`config.mk`:
```
export PLATFORM = sky130hd
export DESIGN_NAME = icache_refill
export DESIGN_NICKNAME = d
export VERILOG_FILES = /design/src/source/core_pkg.sv /design/src/source/icache_pkg.sv /design/src/source/icache_refill.sv
export SDC_FILE = /design/constraint.sdc
export NUM_CORES = 1
export LEC_CHECK = 0
export BUFFER_PORTS_ARGS = -buffer_cell sky130_fd_sc_hd__buf_2
export CELL_PAD_IN_SITES_DETAIL_PLACEMENT = 1
export CELL_PAD_IN_SITES_GLOBAL_PLACEMENT = 2
export CORE_AREA = 2 2 180 182
export CTS_BUF_LIST = sky130_fd_sc_hd__clkbuf_16
export DETAILED_ROUTE_END_ITERATION = 8
export DIE_AREA = 0 0 182 184
export PLACE_DENSITY_LB_ADDON = 0.15
export SYNTH_ARGS = -nofsm -noshare
export SYNTH_HDL_FRONTEND = slang
export SYNTH_SLANG_ARGS = --single-unit
```
`constraint.sdc`:
```
create_clock -name clk -period 8.6 [get_ports clk]
set_input_delay 0.43 -clock clk [delete_from_list [all_inputs] [get_ports clk]]
set_output_delay 0.43 -clock clk [all_outputs]
set_load 0.005 [all_outputs]
```
`src/source/core_pkg.sv`:
```
`default_nettype none

package core_pkg;

	// Physical address width of the core.
	localparam int alen = 42;

	// One fetch returns up to two uncompressed instructions.
	localparam int instr_size = 64;

	// Fetches are aligned to the fetch word, so the low bits are dropped.
	localparam int align_bits = $clog2(instr_size / 8);

	localparam int fetch_addr_size = alen - align_bits;

	// Word address of a fetch.
	typedef logic [fetch_addr_size-1:0] fetch_addr_t;

	// Answer to a fetch tagged with the address it belongs to.
	typedef struct packed {
		logic [instr_size-1:0] data;
		fetch_addr_t addr;
	} fetch_rsp_t;

	// Refill request towards the external memory port.
	typedef struct packed {
		fetch_addr_t addr;
	} mem_req_t;

endpackage

`default_nettype wire

```
`src/source/icache_pkg.sv`:
```
`default_nettype none

package icache_pkg;

	// Direct mapped with one fetch word per line.
	localparam int index_bits = 8;
	localparam int lines = 2 ** index_bits;

	// Whatever the index does not cover is kept as tag.
	localparam int tag_size = core_pkg::fetch_addr_size - index_bits;

	// The line memory is built from 16-bit wide block RAMs.
	localparam int bram_blocks = 6;
	localparam int block_width = 16;

	// Only a valid flag is kept per line.
	localparam int flags_size = 1;

	localparam int line_size = bram_blocks * block_width;

	typedef logic [index_bits-1:0] line_index_t;

	// Line layout has the tag on top and the data at the bottom.
	typedef struct packed {
		logic [tag_size-1:0] tag;
		logic valid;
		logic [core_pkg::instr_size-1:0] data;
	} icache_line_t;

endpackage

`default_nettype wire

```
`src/source/icache_refill.sv`:
```
`timescale 1ns/1ps
`default_nettype none

module icache_refill (
	input wire logic clk,
	input wire logic rst_n,
	input wire logic fetch_req,
	input wire core_pkg::fetch_addr_t fetch_addr,
	input wire logic hit,
	input wire logic [core_pkg::instr_size-1:0] rd_data,
	input wire logic mem_rsp_valid,
	input wire logic [core_pkg::instr_size-1:0] mem_rsp_data,
	output core_pkg::fetch_addr_t rd_addr,
	output logic wr_en,
	output logic wr_clear,
	output core_pkg::fetch_addr_t wr_addr,
	output logic [core_pkg::instr_size-1:0] wr_data,
	output logic fetch_rsp_valid,
	output core_pkg::fetch_rsp_t fetch_rsp,
	output logic mem_req_valid,
	output core_pkg::mem_req_t mem_req,
	output logic busy
);

	typedef enum logic [1:0] {
		s_sweep,
		s_idle,
		s_wait_mem,
		s_replay
	} state_t;

	state_t state;
	state_t state_d;
	icache_pkg::line_index_t sweep_idx;
	logic sweep_done;

	// Lookup stage holds the request whose hit flag is on the RAM output now.
	logic lk_valid;
	logic lk_valid_d;
	core_pkg::fetch_addr_t lk_addr;
	logic lk_miss;

	// Younger request caught in the RAM read when a miss was seen.
	logic park_valid;
	logic park_valid_d;
	core_pkg::fetch_addr_t park_addr;

	core_pkg::fetch_addr_t miss_addr;
	logic [core_pkg::instr_size-1:0] fill_data;

	assign lk_miss = state == s_idle && lk_valid && !hit;
	assign sweep_done = sweep_idx == icache_pkg::line_index_t'(icache_pkg::lines - 1);

	always_comb begin
		state_d = state;
		lk_valid_d = 1'b0;
		park_valid_d = park_valid;
		unique case (state)
			s_sweep: begin
				if (sweep_done) begin
					state_d = s_idle;
				end
			end
			s_idle: begin
				if (lk_miss) begin
					state_d = s_wait_mem;
					park_valid_d = fetch_req;
				end else begin
					lk_valid_d = fetch_req;
				end
			end
			s_wait_mem: begin
				if (mem_rsp_valid) begin
					state_d = s_replay;
				end
			end
			s_replay: begin
				// In the fill cycle the parked request is re-read behind the write.
				state_d = s_idle;
				lk_valid_d = park_valid;
				park_valid_d = 1'b0;
			end
			default: begin
				state_d = s_sweep;
			end
		endcase
	end

	always_ff @(posedge clk or negedge rst_n) begin
		if (!rst_n) begin
			state <= s_sweep;
			sweep_idx <= '0;
			lk_valid <= 1'b0;
			park_valid <= 1'b0;
		end else begin
			state <= state_d;
			lk_valid <= lk_valid_d;
			park_valid <= park_valid_d;
			if (state == s_sweep) begin
				sweep_idx <= sweep_idx + 1'b1;
			end
		end
	end

	always_ff @(posedge clk) begin
		if (state == s_replay) begin
			lk_addr <= park_addr;
		end else if (fetch_req) begin
			lk_addr <= fetch_addr;
		end
		if (lk_miss) begin
			miss_addr <= lk_addr;
			park_addr <= fetch_addr;
		end
		if (state == s_wait_mem && mem_rsp_valid) begin
			fill_data <= mem_rsp_data;
		end
	end

	// RAM ports.
	assign rd_addr = state == s_sweep ? core_pkg::fetch_addr_t'(sweep_idx) :
		state == s_replay ? park_addr : fetch_addr;
	assign wr_en = state == s_sweep || state == s_replay;
	assign wr_clear = state == s_sweep;
	assign wr_addr = state == s_sweep ? core_pkg::fetch_addr_t'(sweep_idx) : miss_addr;
	assign wr_data = fill_data;

	// Fill data goes out first and hits in the lookup stage otherwise.
	always_comb begin
		fetch_rsp_valid = state == s_replay || (state == s_idle && lk_valid && hit);
		if (state == s_replay) begin
			fetch_rsp.data = fill_data;
			fetch_rsp.addr = miss_addr;
		end else begin
			fetch_rsp.data = rd_data;
			fetch_rsp.addr = lk_addr;
		end
	end

	assign mem_req_valid = lk_miss;
	assign mem_req.addr = lk_addr;
	assign busy = state != s_idle || lk_miss;

endmodule

`default_nettype wire

```
After elaboration in Yosys (flattened, before gate mapping)
Index checks and enable logic that the tools add are counted.

Latch bits: 0. Memory bits (read-only): 0. Output and inout port bits: 289. Bits of input ports: 172. Memories kept: 0. Memory bits (writable): 0. Logic and storage cells: 44. Register bits: 193.

Reductions and logical operators: 13. Equal/unequal tests: 8. Add/subtract/negate cells: 1. Order comparisons: 0. Divide/modulo/power cells: 0. Bitwise operators: 0. Multiply operators: 0. Multiplexer cells: 14. Shift-type cells: 0.

Operator list (count): 39-bit two-way mux (5); 103-bit two-way mux (1); 8-bit by 1-bit adder with 8-bit output (second input constant) (1); 8-bit == test (second input constant) (1); 2-bit case mux with 4 select lines (1); 2-bit two-way mux (3); 2-bit == test (second input constant) (2); 1-bit logical AND (4); 2-bit by 1-bit inequality test with 1-bit output (second input constant) (2); 2-bit inequality test (second input constant) (2); 1-bit case mux with 2 select lines (2); 2-bit nonzero test (2); 1-bit logical OR (3); 3-bit AND reduction (1); 2-bit by 1-bit == test with 1-bit output (second input constant) (1); 2-bit zero test (1); 1-bit two-way mux (2); 2-bit AND reduction (1); 1-bit zero test (1).

Logic depth before layout (Yosys ltp)
Word-level depth: 5. Gate-level depth with buffers: 6. Gate-level depth less buffers: 6.

Worst setup path before layout
Ideal clock, no wire load.

Path type: reg2reg. From: reg state[1]. To: reg park_valid. Arrival time: 4685 ps. Buffers on the path: 0. Setup time: 308 ps. Required time: 8292 ps. Period minus slack after synthesis: 4993 ps. Setup slack: 3607 ps. Stages on the path, launching flop included: 7. Path through: dfrtp_1 -> inv_1 -> ha_1 -> nand2_1 -> nor2_1 -> mux2i_1 -> o22ai_1.

Word-level cells in the longest chain between the ends: 5. Elaborated cells between the ends (all ways): 8. Those cells by class: eq/ne (3); mux (1); reduce/logical (4).

Ends and longest elaborated chain: start: declaration (line icache_refill.sv:32) `state_t state;`; start signal: assignment (line icache_refill.sv:91) `state <= s_sweep;`; start signal: assignment (line icache_refill.sv:96) `state <= state_d;`; 2-bit by 1-bit == test with 1-bit output (line icache_refill.sv:51) `assign lk_miss = state == s_idle && lk_valid && !hit;`; 1-bit logical AND (2 in a row) (line icache_refill.sv:51); net mem_req_valid (line icache_refill.sv:20) `output logic mem_req_valid,`; 2-bit inequality test (no source line); 2-bit AND reduction (no source line); end signal: assignment (line icache_refill.sv:98) `park_valid <= park_valid_d;`; end: declaration (line icache_refill.sv:44) `logic park_valid;`.

The timed path passes the listed nets, and every way through them passes these cells. A chain may end at the register's enable or synchronous reset.

Final worst setup path
From: reg state[1]. To: out mem_req_valid.

Word-level cells in the longest chain between the ends: 3.

Ends and longest elaborated chain (line): 2-bit by 1-bit == test with 1-bit output (icache_refill.sv:51); 1-bit logical AND (2 in a row) (icache_refill.sv:51); end: declaration (icache_refill.sv:20).

Every way passes these cells.

==> run summary <==
The tool flagged a number of max-cap violations equal to 0. The root buffer cell was clkbuf_16. Summing the areas of all compound-gate instances in the mapped netlist gives 0.411% of the synthesized area. Once detail routing completed, the nets flagged for antenna violations numbered 0. The H-tree was split into 4 levels. The arrival time at the worst endpoint came out at 3.20 ns. The mux contribution to synthesized area is 22.1%. The clock edge transition at the registers on the reported setup and hold paths works out to 0.08 ns. The overflow left after global routing came out at 0. Setup violations remaining at the end of the flow were counted as 0. The startpoint type of the worst setup path is a flip-flop. In this run, placement finished with an instance count of 1324. The post-synthesis share of cell area spent on and, or, nand and nor gates came out at 5.97%.

The die is 184 um tall. The static leakage power was 5.00 nW. The cell with the biggest individual delay on the critical path was nor2_4.

TritonCTS built the clock tree. The logs give 0.43 ns for the later-pin clock latency in the skew report and 0.165 ns for the worst hold slack. The worst path needs 3.63 ns of the cycle, external delays included. Post-detailed-route wirelength per cell: 22.0 um. The total of flip-flops plus latches after synthesis came out at 193.

For the worst setup path, the data required time is 8.17 ns. Global routing used 17.3% of the available tracks across all layers. The tools report the sequential standard cell area as 5740 um^2.

The average instance area after synthesis came out at 17.7 um^2. The setup TNS after final layout was 0 ns; the length of the first detailed-routing pass in iterations was 4. After detailed placement, the total cell area comes to 11200 um^2. The area used by multi-input combinational logic is 2590 um^2, and the clock sink count is 193. The total buffers and inverters traversed by the critical path is 3. The peak supply drop is 0.127 mV, and the fraction of layout cells with a size suffix above 1 is 69.5%. The XOR/XNOR share of the synthesized area works out to 0.718%. The number of remaining DRC errors was 0; the sequential fraction of the synthesis area was 67.2%. The tools report the number of antenna violations at the first check in global routing as 6. Number of pins exceeding their max-slew limit in the final report: 0.

Synthesis produced a netlist with a net count of 659. Along the worst path, the maximum fanout reaches 49. After synthesis the cells add up to 8530 um^2. The post-detailed-routing wire length came out at 29800 um. The clock passes through at most 2 buffers. For the number of placed I/O pins, the log shows 461.

The peak per-stage delay on the critical path works out to 0.79 ns. Setup repair after global routing left no endpoint under its margin. For the number of CTS-inserted buffers, the log shows 17. The combinational family with the most area after synthesis is multiplexers. The worst setup path is captured at an output port. The per-cell via count in the routed design was 4.34.

The count of distinct cell types in the synthesized netlist is 28, and the last weighted congestion value of the routability-driven placer is 0.758. The area of all placed cells without fillers was 11800 um^2. The tightest slew margin relative to the limit was 30.4%.

The detailed router finished its first iteration with 186 violations. The floorplan step defined a core boundary enclosing 31400 um^2. The initial utilization of the core area, before any placement, comes to 27.2%. The via count of the first global-routing pass was 6274; the total vias in the final route was 5902.

The number of buffers inserted by port buffering was 460. The setup slack at placement is 5.38 ns, and the number of cells in the finished layout apart from fillers is 1359. The floorplan has 65 rows.

The logs give 1119 for the final net count and 482 for the number of cells produced by synthesis. After filler insertion, the fill cell instance count of the layout stands at 3396. After layout, the worst path uses 42.2% of the clock period.

Across all setup checks in the final design, the least slack found is 4.97 ns. The timing-limited maximum frequency was 275 MHz; the number of warnings reported in the yosys synthesis log was 0. The run finished with clean final reports. The die span in x was 182 um; the power density normalized to cell area was 327 nW/um^2. The worst hold path belongs to the class in2reg. Kind of critical path: reg2out. The transition time of the tightest slew-check pin is 1.04 ns. The largest net degree at the start of global routing was 68; the fraction of the mapped netlist area in adder cells was 0.733%. Once detailed placement completed, the half-perimeter wirelength came to 22700 um. The die covers 33500 um^2. Across the routed clock network, the largest skew measured is 0.0138 ns. The signed area change from the synthesized netlist to the final layout is 38.8%, and the number of hold-slack violations in the final timing report is 0.

The first global-routing pass estimated 42500 um of wire. In this design, the largest share of critical-path delay is due to buffers and inverters. Walking the worst path, the cells encountered are inv_1 > ha_1 > nand2_1 > nor2_4 > buf_4 > buf_2.

Number of setup buffers added after CTS: 0.
-- cells by family (layout without fill, tap and decap cells) --
| logic type | after synthesis | in the layout |
|---|---|---|
| DFF | 193 | 193 |
| and+or+nand+nor | 82 | 82 |
| AOI/OAI and AO/OA | 5 | 5 |
| adders and majority gates | 5 | 5 |
| xor gates and xnor gates | 7 | 7 |
| buffers and inverters | 29 | 502 |
| other | 0 | 2 |
| muxes | 161 | 161 |
-- stage by stage --
step                      power [mW]  util (%)
after floorplan                 2.33         -
after global placement          3.06      35.6
after detailed placement        3.05      35.6
after CTS                       3.95      37.7
after global routing            4.11      37.7
final                           3.87      37.7
-- layout make-up --
class	instances	share of cell area, %
Sequential cell	193	48.4
Multi-Input combinational cell	260	21.9
Timing Repair Buffer	466	19.8
Tap cell	402	4.25
Clock buffer	17	3.59
Clock inverter	15	1.86
Inverter	4	0.127
Antenna cell	2	0.0423
-- routing by layer --
layer / wire length, um / vias to the layer above / GRT usage, % / part of all wire [%]
met3: 2610 / 29 / 6.81 / 8.8
li1: - / 2735 / - / -
met5: 57 / - / 0 / 0.19
met4: 429 / 8 / 4.55 / 1.4
met2: 15400 / 249 / 30.9 / 51
met1: 11400 / 2881 / 19.2 / 38
-- sequential cells by signal, summed over array words and instances (netlist names) --
signal      count
park_addr      39
state           2
miss_addr      39
wr_data        64
park_valid      1
sweep_idx       8
mem_req        39
lk_valid        1
-- timing repair --
action	4_1_cts	5_1_grt
hold buffers	1	0
hold endpoints to repair	12	0
resized for setup	0	0
-- power by group --
group | switching (mW) | internal, mW
Clock | 0.406 | 0.476
Sequential | 0.118 | 1.27
Combinational | 0.796 | 0.805
Total | 1.32 | 2.55
-- cells in the mapped netlist --
library cell / instances / area (um^2)
buf_8: 2 / 30.0
nor2b_1: 59 / 369
and2_1: 1 / 6.26
mux2i_1: 3 / 30.0
clkbuf_1: 4 / 15.0
buf_2: 5 / 25.0
nor2b_4: 3 / 41.3
ha_1: 5 / 62.6
o22ai_1: 1 / 6.26
a31o_2: 1 / 8.76
nand3_1: 5 / 25.0
mux2_4: 20 / 300
buf_6: 13 / 146
o21ai_1: 1 / 5.00
nand2b_1: 2 / 12.5
xnor2_1: 4 / 35.0
dfrtp_1: 12 / 300
mux2_2: 138 / 1550
or2_2: 1 / 6.26
nand4_1: 3 / 18.8
o21ai_0: 1 / 5.00
clkbuf_8: 1 / 13.8
xor2_1: 3 / 26.3
a32o_1: 1 / 10.0
nor2_1: 3 / 11.3
edfxtp_1: 181 / 5440
inv_1: 4 / 15.0
nand2_1: 5 / 18.8
-- placed cells by master (no fill, tap or decap), drive strengths merged --
cell type      n
clkinvlp       1
clkbuf        17
nand2          5
mux2i          3
xor2           3
edfxtp       181
nand2b         2
clkinv         4
nor2b         62
dfrtp         12
buf          465
nor2           3
xnor2          4
o21ai          2
a31o           1
or2            1
ha             5
o22ai          1
nand4          3
nand3          5
inv           11
bufinv         3
dlygate4sd3    1
and2           1
a32o           1
diode          2
mux2         158
-- path summary, 6_finish.rpt --
| path | start | to | slack (ns) | depth (start not counted) |
|---|---|---|---|---|
| max in group asynchronous | rst_n | sweep_idx[0] | 7.91 | 2 |
| setup / recovery | state[1] | mem_req_valid | 4.97 | 6 |
| setup reg to reg | state[1] | park_valid | 5.57 | 7 |
| min in group asynchronous | rst_n | sweep_idx[6] | 0.46 | 2 |
| hold reg to reg | mem_req[34] | miss_addr[34] | 0.47 | 0 |
| hold / removal | mem_rsp_data[10] | wr_data[10] | 0.16 | 1 |
Note: power is estimated with default switching activity, not from simulation.
